$ cat config.mk
export PLATFORM = sky130hd
export DESIGN_NAME = sigmoidTop
export DESIGN_NICKNAME = d
export VERILOG_FILES = /design/src/verilog/sigmoidPkg.sv /design/src/verilog/interceptAdd.sv /design/src/verilog/magnitudeStage.sv /design/src/verilog/outputFormat.sv /design/src/verilog/segmentLookup.sv /design/src/verilog/sigmoidTop.sv /design/src/verilog/slopeMultiply.sv
export SDC_FILE = /design/constraint.sdc
export NUM_CORES = 1
export LEC_CHECK = 0
export BUFFER_PORTS_ARGS = -buffer_cell sky130_fd_sc_hd__buf_2
export CAP_MARGIN = 30
export CELL_PAD_IN_SITES_DETAIL_PLACEMENT = 0
export CELL_PAD_IN_SITES_GLOBAL_PLACEMENT = 1
export CORE_MARGIN = 4
export CORE_UTILIZATION = 50
export DETAILED_ROUTE_END_ITERATION = 16
export PLACE_DENSITY = 0.83
export SKIP_LAST_GASP = 1
export SYNTH_ARGS = -nofsm -noshare
export SYNTH_HDL_FRONTEND = slang
export SYNTH_SLANG_ARGS = --single-unit
$ cat constraint.sdc
create_clock -name clk -period 3.6 [get_ports clk]
set_input_delay 0.9 -clock clk [delete_from_list [all_inputs] [get_ports clk]]
set_output_delay 0.9 -clock clk [all_outputs]
set_load 0.01 [all_outputs]
$ cat src/verilog/sigmoidPkg.sv
package sigmoidPkg;

	// Datapath widths
	localparam int InWidth = 8;
	localparam int SlopeWidth = 4;
	localparam int InterceptWidth = 12;
	localparam int PartialWidth = 10;
	localparam int OutWidth = 16;
	localparam int SegmentCount = 8;
	localparam int SegmentWidth = $clog2(SegmentCount);

	// Output word layout
	// Bit 15 zero, bits 14..4 function value, bit 3 sign, bits 2..0 fixed
	localparam int MirrorWidth = 11;
	localparam int LowBitsWidth = 3;
	localparam logic [LowBitsWidth-1:0] OutLowBits = 3'b011;

	// Largest product the slope table can yield (128 times 15)
	localparam int MaxProduct = 1920;

	// Slope per segment, steepest at the origin
	localparam logic [SlopeWidth-1:0] SlopeTable [0:SegmentCount-1] = '{
		4'd15,
		4'd14,
		4'd11,
		4'd8,
		4'd6,
		4'd4,
		4'd2,
		4'd1
	};

	// Intercept per segment
	// Top two bits are always 01, so every entry sits between 1024 and 2047
	localparam logic [InterceptWidth-1:0] InterceptTable [0:SegmentCount-1] = '{
		12'd1027,
		12'd1053,
		12'd1150,
		12'd1295,
		12'd1419,
		12'd1572,
		12'd1762,
		12'd1880
	};

	// After stage 0
	typedef struct packed {
		logic                valid;
		logic                sign;
		logic [InWidth-1:0]  magnitude;
	} magnitudeStage_t;

	// After stage 1
	typedef struct packed {
		logic                      valid;
		logic                      sign;
		logic [InWidth-1:0]        magnitude;
		logic [SlopeWidth-1:0]     slope;
		logic [InterceptWidth-1:0] intercept;
	} segmentStage_t;

	// After stage 2, two partial sums of the slope product
	typedef struct packed {
		logic                      valid;
		logic                      sign;
		logic [InterceptWidth-1:0] intercept;
		logic [PartialWidth-1:0]   lowPair;
		logic [PartialWidth-1:0]   highPair;
	} partialStage_t;

	// After stage 3
	typedef struct packed {
		logic                      valid;
		logic                      sign;
		logic [InterceptWidth-1:0] intercept;
		logic [InterceptWidth-1:0] product;
	} productStage_t;

	// After stage 4
	typedef struct packed {
		logic                      valid;
		logic                      sign;
		logic [InterceptWidth-1:0] funcValue;
	} functionStage_t;

endpackage

$ cat src/verilog/interceptAdd.sv
`timescale 1ns/1ps

module interceptAdd
	import sigmoidPkg::*;
(
	input  logic           clk,
	input  logic           i_rst,
	input  productStage_t  i_stage,
	output functionStage_t o_stage
);

	logic [InterceptWidth-1:0] funcValue;

	// Wraps modulo 4096
	assign funcValue = i_stage.product + i_stage.intercept;

	always_ff @(posedge clk) begin
		if (i_rst) begin
			o_stage <= '0;
		end else begin
			o_stage.valid     <= i_stage.valid;
			o_stage.sign      <= i_stage.sign;
			o_stage.funcValue <= funcValue;
		end
	end

endmodule

$ cat src/verilog/magnitudeStage.sv
`timescale 1ns/1ps

module magnitudeStage
	import sigmoidPkg::*;
(
	input  logic                      clk,
	input  logic                      i_rst,
	input  logic                      i_inValid,
	input  logic signed [InWidth-1:0] i_x,
	output magnitudeStage_t           o_stage
);

	logic               sign;
	logic [InWidth-1:0] magnitude;

	// Sign is the top input bit
	assign sign = i_x[InWidth-1];

	// Two's-complement negation for negative inputs
	// -128 wraps to 8'h80, read as unsigned 128
	always_comb begin
		if (sign) begin
			magnitude = ~$unsigned(i_x) + 1'b1;
		end else begin
			magnitude = $unsigned(i_x);
		end
	end

	always_ff @(posedge clk) begin
		if (i_rst) begin
			o_stage <= '0;
		end else begin
			o_stage.valid     <= i_inValid;
			o_stage.sign      <= sign;
			o_stage.magnitude <= magnitude;
		end
	end

endmodule

$ cat src/verilog/outputFormat.sv
`timescale 1ns/1ps

module outputFormat
	import sigmoidPkg::*;
(
	input  logic                clk,
	input  logic                i_rst,
	input  functionStage_t      i_stage,
	output logic [OutWidth-1:0] o_y,
	output logic                o_outValid
);

	logic [MirrorWidth-1:0] mirrored;
	logic [OutWidth-1:0]    outWord;

	// Negative inputs give one minus the positive result,
	// approximated by inverting the value bits
	assign mirrored = i_stage.funcValue[MirrorWidth-1:0] ^ {MirrorWidth{i_stage.sign}};

	// Zero, value, sign, fixed low bits
	assign outWord = {1'b0, mirrored, i_stage.sign, OutLowBits};

	always_ff @(posedge clk) begin
		if (i_rst) begin
			o_y        <= '0;
			o_outValid <= 1'b0;
		end else begin
			o_y        <= outWord;
			o_outValid <= i_stage.valid;
		end
	end

	// Top bit of the output word is reserved
	topBitZero: assert property (
		@(posedge clk) disable iff (i_rst)
		!o_y[OutWidth-1]
	) else $error("outputFormat: o_y bit 15 set");

endmodule

$ cat src/verilog/segmentLookup.sv
`timescale 1ns/1ps

module segmentLookup
	import sigmoidPkg::*;
(
	input  logic            clk,
	input  logic            i_rst,
	input  magnitudeStage_t i_stage,
	output segmentStage_t   o_stage
);

	logic [SegmentWidth-1:0]   segment;
	logic [SlopeWidth-1:0]     slope;
	logic [InterceptWidth-1:0] intercept;

	// Segment from magnitude bits 6..4
	// Only 128 sets bit 7, and it belongs in the last segment
	always_comb begin
		if (i_stage.magnitude[InWidth-1]) begin
			segment = SegmentWidth'(SegmentCount - 1);
		end else begin
			segment = i_stage.magnitude[InWidth-2 -: SegmentWidth];
		end
	end

	// Table reads
	assign slope     = SlopeTable[segment];
	assign intercept = InterceptTable[segment];

	always_ff @(posedge clk) begin
		if (i_rst) begin
			o_stage <= '0;
		end else begin
			o_stage.valid     <= i_stage.valid;
			o_stage.sign      <= i_stage.sign;
			o_stage.magnitude <= i_stage.magnitude;
			o_stage.slope     <= slope;
			o_stage.intercept <= intercept;
		end
	end

	// A valid sample always leaves with a usable slope
	slopeValid: assert property (
		@(posedge clk) disable iff (i_rst)
		o_stage.valid |-> (o_stage.slope != '0)
	) else $error("segmentLookup: valid sample left with zero slope");

endmodule

$ cat src/verilog/sigmoidTop.sv
`timescale 1ns/1ps

module sigmoidTop
	import sigmoidPkg::*;
(
	input  logic                       clk,
	input  logic                       i_rst,
	input  logic                       i_inValid,
	input  logic signed [InWidth-1:0]  i_x,
	output logic        [OutWidth-1:0] o_y,
	output logic                       o_outValid
);

	// Stage-to-stage payloads, each carries its own valid bit
	magnitudeStage_t magStage;
	segmentStage_t   segStage;
	productStage_t   prodStage;
	functionStage_t  funcStage;

	// Stage 0
	magnitudeStage magnitudeStage_i (
		.clk       (clk),
		.i_rst     (i_rst),
		.i_inValid (i_inValid),
		.i_x       (i_x),
		.o_stage   (magStage)
	);

	// Stage 1
	segmentLookup segmentLookup_i (
		.clk     (clk),
		.i_rst   (i_rst),
		.i_stage (magStage),
		.o_stage (segStage)
	);

	// Stages 2 and 3
	slopeMultiply slopeMultiply_i (
		.clk     (clk),
		.i_rst   (i_rst),
		.i_stage (segStage),
		.o_stage (prodStage)
	);

	// Stage 4
	interceptAdd interceptAdd_i (
		.clk     (clk),
		.i_rst   (i_rst),
		.i_stage (prodStage),
		.o_stage (funcStage)
	);

	// Stage 5
	outputFormat outputFormat_i (
		.clk        (clk),
		.i_rst      (i_rst),
		.i_stage    (funcStage),
		.o_y        (o_y),
		.o_outValid (o_outValid)
	);

endmodule

$ cat src/verilog/slopeMultiply.sv
`timescale 1ns/1ps

module slopeMultiply
	import sigmoidPkg::*;
(
	input  logic          clk,
	input  logic          i_rst,
	input  segmentStage_t i_stage,
	output productStage_t o_stage
);

	// Magnitude gated by each slope bit
	logic [InWidth-1:0]        term0;
	logic [InWidth-1:0]        term1;
	logic [InWidth-1:0]        term2;
	logic [InWidth-1:0]        term3;
	logic [PartialWidth-1:0]   lowPair;
	logic [PartialWidth-1:0]   highPair;
	logic [InterceptWidth-1:0] product;
	partialStage_t             partial;

	assign term0 = i_stage.magnitude & {InWidth{i_stage.slope[0]}};
	assign term1 = i_stage.magnitude & {InWidth{i_stage.slope[1]}};
	assign term2 = i_stage.magnitude & {InWidth{i_stage.slope[2]}};
	assign term3 = i_stage.magnitude & {InWidth{i_stage.slope[3]}};

	// First level weights the two terms of each pair by 1 and 2
	// The high pair is scaled by four again in the second level
	assign lowPair  = PartialWidth'(term0) + (PartialWidth'(term1) << 1);
	assign highPair = PartialWidth'(term2) + (PartialWidth'(term3) << 1);

	// Stage 2 register
	always_ff @(posedge clk) begin
		if (i_rst) begin
			partial <= '0;
		end else begin
			partial.valid     <= i_stage.valid;
			partial.sign      <= i_stage.sign;
			partial.intercept <= i_stage.intercept;
			partial.lowPair   <= lowPair;
			partial.highPair  <= highPair;
		end
	end

	// Second level truncated to 12 bits
	assign product = InterceptWidth'(partial.lowPair)
		+ (InterceptWidth'(partial.highPair) << 2);

	// Stage 3 register
	always_ff @(posedge clk) begin
		if (i_rst) begin
			o_stage <= '0;
		end else begin
			o_stage.valid     <= partial.valid;
			o_stage.sign      <= partial.sign;
			o_stage.intercept <= partial.intercept;
			o_stage.product   <= product;
		end
	end

	// Largest magnitude times largest slope bounds the product
	productRange: assert property (
		@(posedge clk) disable iff (i_rst)
		o_stage.valid |-> (o_stage.product <= InterceptWidth'(MaxProduct))
	) else $error("slopeMultiply: product %0d out of range", o_stage.product);

endmodule
==> reports/results.tsv, run 1 <==
metric	value	unit
Ports	28	
CTS Buffer Depth	2	
Post-route DRC	0	
largest net degree at the start of global routing	49	
unique cell type count in the Yosys netlist	53	
Clk pin slew, worst setup/hold paths	60	ps
Syn Inst Count	496	
area share of the largest cell type after synthesis	47.9	%
core box area	0.00942	sq mm
Max Fclk	0.462	GHz
CTS Hold Buffers Added	0	
Post-synth ARST share	0	%
VDD IR max	0.308	mV
gr ovfl total	0	
cell taking the most area after synthesis	dfxtp_1	
final wirelength	8470	um
synth warn	0	
arrival time worst endpoint	2540	ps
DRT antenna net count	0	
area grow syn2layout	16.6	%
Root Buffer	clkbuf_8	
Worst Max-Slew Pin Slew	636	ps
crit path capture type	flip-flop	
HPWL after DPL	6060	um
CP peak stage delay	420	ps
setup TNS	0	ps
Final nets	578	
worst-path maximum fanout	8	
run status	finished, final reports clean	
post-synthesis register bit count	118	
Final Max Tran Viols	0	
fin crit period	2160	ps
number of synthesized flops with an enable pin	0	
DR WL/cell	12.7	um
final worst path period share	60.1	%
slowest CP cell	fa_1	
CP startpoint kind	flip-flop	
largest cells by area after synthesis	dfxtp_1 48%, ha_1 9.6%, nor2b_1 6.7%, nor2_1 4.3%, and2_1 3.8%	
prevailing post-synth register cell	dfxtp_1	
initial core utilization	52.4	%
Critical path buffers and inverters	0	
vias in the first global route	3314	
critical path cell sequence	and2_1 > ha_1 > fa_1 > a21o_1 > a21oi_1 > nand2b_1 > mux2i_1 > o311ai_1	
post_cts resized	0	
IO buf count	25	
worst hold path class	reg2reg	
Max-Cap Viols	0	
TritonRoute pass-1 iters	4	
DR vias	3275	
final hold violations	0	
via/cell ratio	4.92	
CTS tree	done	
WS Path Type	reg2reg	
leakage power	2.56	nW
antenna violations before repair	0	
post-synthesis cell area	0.00493	sq mm
Die ar.	0.0115	sq mm
dpl ws	1280	ps
commonest non-fill, non-tap cell in the layout	dfxtp_1	
family with the most delay on the worst path	adder cells	
Setup-failing EPs final	0	
most frequent cells in the layout	118 x dfxtp_1, 57 x nor2_1, 53 x nor2b_1	
postcts setup bufs	0	
Die Height	107	um
number of diodes	0	
htree depth	4	
routability cong.	0.820	
CP required	3980	ps
Avg Cell Area, Syn	9.94	sq um
PD cells	563	mW/mm^2
Slew headroom	57.6	%
Final WS setup	1440	ps
CTS Buf Count	17	
share of cells above drive strength 1	12.3	%
first-pass GRT wire length	14800	um
part of the Yosys area used for sequential elements	47.9	%
total clock sinks	118	
Worst-Skew Late Latency	510	ps
Clock Skew	9.24	ps
r2r setup slk	1440	ps
Iter 0 DRT Violations	92	
gr usage total	16.3	%
die width	107	um
RSZ-0062 raised after global routing	no	
Rows	35	
==> through the flow <==
| stage | instance area [sq um] | instances | power, mW | utilization (%) | hold WS, ps |
|---|---|---|---|---|---|
| 2_1_floorplan | 4940 | 497 | 1.54 | - | 414 |
| 3_3_place_gp | 5150 | 635 | 1.59 | 54.7 | 417 |
| 3_5_place_dp | 5150 | 635 | 1.59 | 54.7 | 420 |
| 4_1_cts | 5750 | 666 | 3.27 | 61.1 | 435 |
| 5_1_grt | 5750 | 666 | 3.36 | 61.1 | 452 |
| 6_report | 5750 | 666 | 3.24 | 61.1 | 433 |
==> worst register-to-register path, delay by kind of cell (launching register included) <==
family	cells	cell delay (ps)
AO/OA/AOI/OAI	3	500
adder cells (fa/ha/maj)	2	650
flip-flops	1	360
multiplexers	1	190
AND/OR/NAND/NOR	2	350
==> layer usage <==
layer  wire length, um  track usage, %  part of all wire [%]  vias to the layer above
li1                  -               -                     -                     1713
met1              3850            19.4                    45                     1486
met2              4180            27.7                    49                       60
met3               299            3.78                   3.5                       16
met4               147            7.67                   1.7                        0
met5                 0               0                     0                        -
==> worst paths after layout <==
| path | from | endpoint | depth (start not counted) |
|---|---|---|---|
| max | segmentLookup_i.o_stage[12]$_SDFF_PP0_ | slopeMultiply_i.partial[17]$_SDFF_PP0_ | 8 |
| min reg2reg | slopeMultiply_i.partial[21]$_SDFF_PP0_ | slopeMultiply_i.o_stage[13]$_SDFF_PP0_ | 1 |
| min | slopeMultiply_i.partial[21]$_SDFF_PP0_ | slopeMultiply_i.o_stage[13]$_SDFF_PP0_ | 1 |
| max reg2reg | segmentLookup_i.o_stage[12]$_SDFF_PP0_ | slopeMultiply_i.partial[17]$_SDFF_PP0_ | 8 |
==> cells by family (layout without fill, tap and decap cells) <==
| group | Yosys count | in the layout | synth area share [%] |
|---|---|---|---|
| AND/OR/NAND/NOR | 182 | 182 | 19.7 |
| flip-flops | 118 | 118 | 47.9 |
| AO/OA/AOI/OAI | 78 | 78 | 10.7 |
| adder cells (fa/ha/maj) | 42 | 42 | 11.3 |
| XOR/XNOR | 36 | 36 | 6.39 |
| buffers and inverters | 34 | 74 | 2.99 |
| multiplexers | 5 | 5 | 1.07 |
| other | 1 | 2 | 0.0760 |
==> layout make-up <==
cell class,count,area (sq um)
Timing Repair Buffer,27,143
Tap cell,129,161
Clock inverter,13,171
Multi-Input combinational cell,345,2430
Sequential cell,118,2360
Clock buffer,18,428
Inverter,16,60.1
Fill cell,803,3660
==> report_power, final <==
| part | internal, mW | switching, mW |
|---|---|---|
| clock network | 1.08 | 0.594 |
| logic | 0.0762 | 0.0964 |
| registers | 1.36 | 0.0283 |
| total | 2.52 | 0.719 |
==> state kept, by name, indices dropped and copies added, names as in the netlist <==
| register | count |
|---|---|
| slopeMultiply_i.partial | 32 |
| segmentLookup_i.o_stage | 25 |
| slopeMultiply_i.o_stage | 24 |
| interceptAdd_i.o_stage | 13 |
| outputFormat_i.o_y | 13 |
| magnitudeStage_i.o_stage | 10 |
| outputFormat_i.o_outValid | 1 |
==> Yosys cell counts (2+ instances only) <==
cell type,number
xnor2_1,18
a21oi_1,15
fa_1,4
ha_1,38
a211oi_1,14
o21ai_1,5
clkbuf_1,6
buf_4,3
nor4_1,2
buf_1,2
and2_1,30
nor2_1,57
a21o_1,7
nor3_1,7
mux2i_1,3
o22ai_1,2
nor2b_1,53
a31oi_1,2
o21a_1,2
or3_1,4
nand2b_1,6
and3_1,3
o21bai_1,5
inv_1,16
nand3_1,2
buf_2,7
xor2_1,18
o21ai_0,14
nand2_1,10
dfxtp_1,118
No activity file was read; power rests on OpenSTA's default activity.
==> run 2, diff against run 1 <==
--- a/config.mk
+++ b/config.mk
@@ -10,9 +10,9 @@
 export CELL_PAD_IN_SITES_DETAIL_PLACEMENT = 0
 export CELL_PAD_IN_SITES_GLOBAL_PLACEMENT = 1
 export CORE_MARGIN = 4
-export CORE_UTILIZATION = 50
+export CORE_UTILIZATION = 43
 export DETAILED_ROUTE_END_ITERATION = 16
-export PLACE_DENSITY = 0.83
+export PLACE_DENSITY = 0.76
 export SKIP_LAST_GASP = 1
 export SYNTH_ARGS = -nofsm -noshare
 export SYNTH_HDL_FRONTEND = slang
==> constraint.sdc (replaced) <==
create_clock -name clk -period 1.8 [get_ports clk]
set_input_delay 0.45 -clock clk [delete_from_list [all_inputs] [get_ports clk]]
set_output_delay 0.45 -clock clk [all_outputs]
set_load 0.01 [all_outputs]
==> reports/results.tsv, run 2 (synthesized netlist as in run 1, its figures left out) <==
metric	value	unit	change
DR vias	3405		was 3275
VDD IR max	0.506	mV	was 0.308 mV
total clock sinks	118		unchanged
CTS Hold Buffers Added	0		unchanged
fin crit period	1910	ps	was 2160 ps
r2r setup slk	-110	ps	was 1440 ps
Final WS setup	-115	ps	was 1440 ps
most frequent cells in the layout	111 x dfxtp_1, 56 x nor2_1, 53 x nor2b_1		was 118 x dfxtp_1, 57 x nor2_1, 53 x nor2b_1
final wirelength	8900	um	was 8470 um
Clk pin slew, worst setup/hold paths	50	ps	was 60 ps
initial core utilization	44.7	%	was 52.4%
setup TNS	-223	ps	was 0 ps
Multi-input gate area	0.00276	sq mm	was 0.00243 sq mm
final hold violations	0		unchanged
gr usage total	14.1	%	was 16.3%
largest net degree at the start of global routing	77		was 49
PD cells	1010	mW/mm^2	was 563 mW/mm^2
family with the most delay on the worst path	adder cells		unchanged
Final Max Tran Viols	0		unchanged
CTS Buffer Depth	2		unchanged
gr ovfl total	0		unchanged
CP peak stage delay	360	ps	was 420 ps
CTS tree	done		unchanged
CP startpoint kind	flip-flop		unchanged
Rows	38		was 35
DRT antenna net count	0		unchanged
worst hold path class	in2reg		was reg2reg
register area	0.00237	sq mm	was 0.00236 sq mm
Die ar.	0.0132	sq mm	was 0.0115 sq mm
IO buf count	25		unchanged
slowest CP cell	dfxtp_1		was fa_1
WS Path Type	reg2reg		unchanged
run status	finished with violations		was finished, final reports clean
routability cong.	0.875		was 0.820
CTS Buf Count	17		unchanged
Core Util, Final	57.5	%	was 61.1%
critical path cell sequence	ha_4 > inv_1 > fa_2 > nand2b_4 > a211oi_4 > nor2_2 > o21ai_1 > mux2_1		was and2_1 > ha_1 > fa_1 > a21o_1 > a21oi_1 > nand2b_1 > mux2i_1 > o311ai_1
htree depth	4		unchanged
Setup-failing EPs final	3		was 0
commonest non-fill, non-tap cell in the layout	dfxtp_1		unchanged
RSZ-0062 raised after global routing	yes		was no
Ports	28		unchanged
Worst-Skew Late Latency	400	ps	was 510 ps
arrival time worst endpoint	2190	ps	was 2540 ps
Worst Max-Slew Pin Slew	611	ps	was 636 ps
via/cell ratio	4.80		was 4.92
antenna violations before repair	0		unchanged
share of cells above drive strength 1	27.2	%	was 12.3%
HPWL after DPL	6100	um	was 6060 um
top flop regs	slopeMultiply_i.partial: 32 flops, segmentLookup_i.o_stage: 25 flops, slopeMultiply_i.o_stage: 24 flops		unchanged
Root Buffer	clkbuf_16		was clkbuf_8
leakage power	2.73	nW	was 2.56 nW
area grow syn2layout	28.5	%	was 16.6%
first-pass GRT wire length	14600	um	was 14800 um
Iter 0 DRT Violations	93		was 92
Slew headroom	59.2	%	was 57.6%
die width	115	um	was 107 um
core box area	0.0110	sq mm	was 0.00942 sq mm
Final nets	610		was 578
number of diodes	0		unchanged
Fillers	959		was 803
TritonRoute pass-1 iters	4		unchanged
Max-Cap Viols	0		unchanged
max reg flops	32		unchanged
Max Fclk	0.522	GHz	was 0.462 GHz
Post-route DRC	0		unchanged
Clock Skew	6.06	ps	was 9.24 ps
failing checks	negative setup slack		
vias in the first global route	3319		was 3314
Critical path buffers and inverters	1		was 0
CP required	2080	ps	was 3980 ps
crit path capture type	flip-flop		unchanged
Die Height	115	um	was 107 um
DR WL/cell	12.5	um	was 12.7 um
worst-path maximum fanout	2		was 8
final worst path period share	106	%	was 60.1%
Largest Register	slopeMultiply_i.partial		unchanged
run 2: worst register-to-register path, cell delays in order (launching register included):
cell and delay [ps]:
dfxtp_1 360, ha_4 150, inv_1 50, fa_2 340, nand2b_4 160, a211oi_4 230, nor2_2 60, o21ai_1 130
mux2_1 320
run 2: path summary, 6_finish.rpt:
check                                                             from                                      to  depth (start not counted)
worst max-delay path            slopeMultiply_i.o_stage[12]$_SDFF_PP0_    interceptAdd_i.o_stage[8]$_SDFF_PP0_                          8
worst min-delay path                                            i_x[6]  magnitudeStage_i.o_stage[7]$_SDFF_PP0_                          2
worst max register to register  slopeMultiply_i.o_stage[12]$_SDFF_PP0_    interceptAdd_i.o_stage[8]$_SDFF_PP0_                          8
worst min register to register   segmentLookup_i.o_stage[4]$_SDFF_PP0_  slopeMultiply_i.partial[24]$_SDFF_PP0_                          1
run 2: stage by stage:
stage,std cells,setup slack [ps],power (mW),instance area [sq um],hold slack [ps]
6_report,709,-115,6.41,6340,246
5_1_grt,709,-214,6.67,6340,248
4_1_cts,703,-90.9,6.46,6080,228
3_5_place_dp,670,-101,3.22,5410,423
3_3_place_gp,670,-63.6,3.22,5410,416
2_1_floorplan,497,-34.6,3.10,4990,414
run 2: final cells by class:
class | instances | share of cell area, %
clock inverters | 8 | 1.56
inverters | 16 | 0.947
clock buffers | 23 | 7.54
flip-flops and latches | 118 | 37.4
multi-input cells | 345 | 43.5
well taps | 140 | 2.76
repair buffers | 59 | 6.30
run 2: routing by layer:
| metal | vias to the layer above | global-route usage (%) | part of all wire [%] |
|---|---|---|---|
| met1 | 1564 | 15.8 | 44 |
| met5 | - | 0 | 0 |
| li1 | 1776 | - | - |
| met2 | 50 | 24.4 | 50 |
| met3 | 15 | 4.95 | 3.3 |
| met4 | 0 | 5.95 | 2.1 |
run 2: timing repair:
item | CTS | global route
setup endpoints to repair | 11 | 16
pin swaps | 18 | 27
gates resized for setup | 22 | 40
setup buffers | 2 | 6
run 2: where the power goes:
| group | switching (mW) | internal, mW |
|---|---|---|
| clock | 1.07 | 2.13 |
| combinational | 0.223 | 0.203 |
| sequential | 0.0498 | 2.73 |
| total | 1.34 | 5.07 |
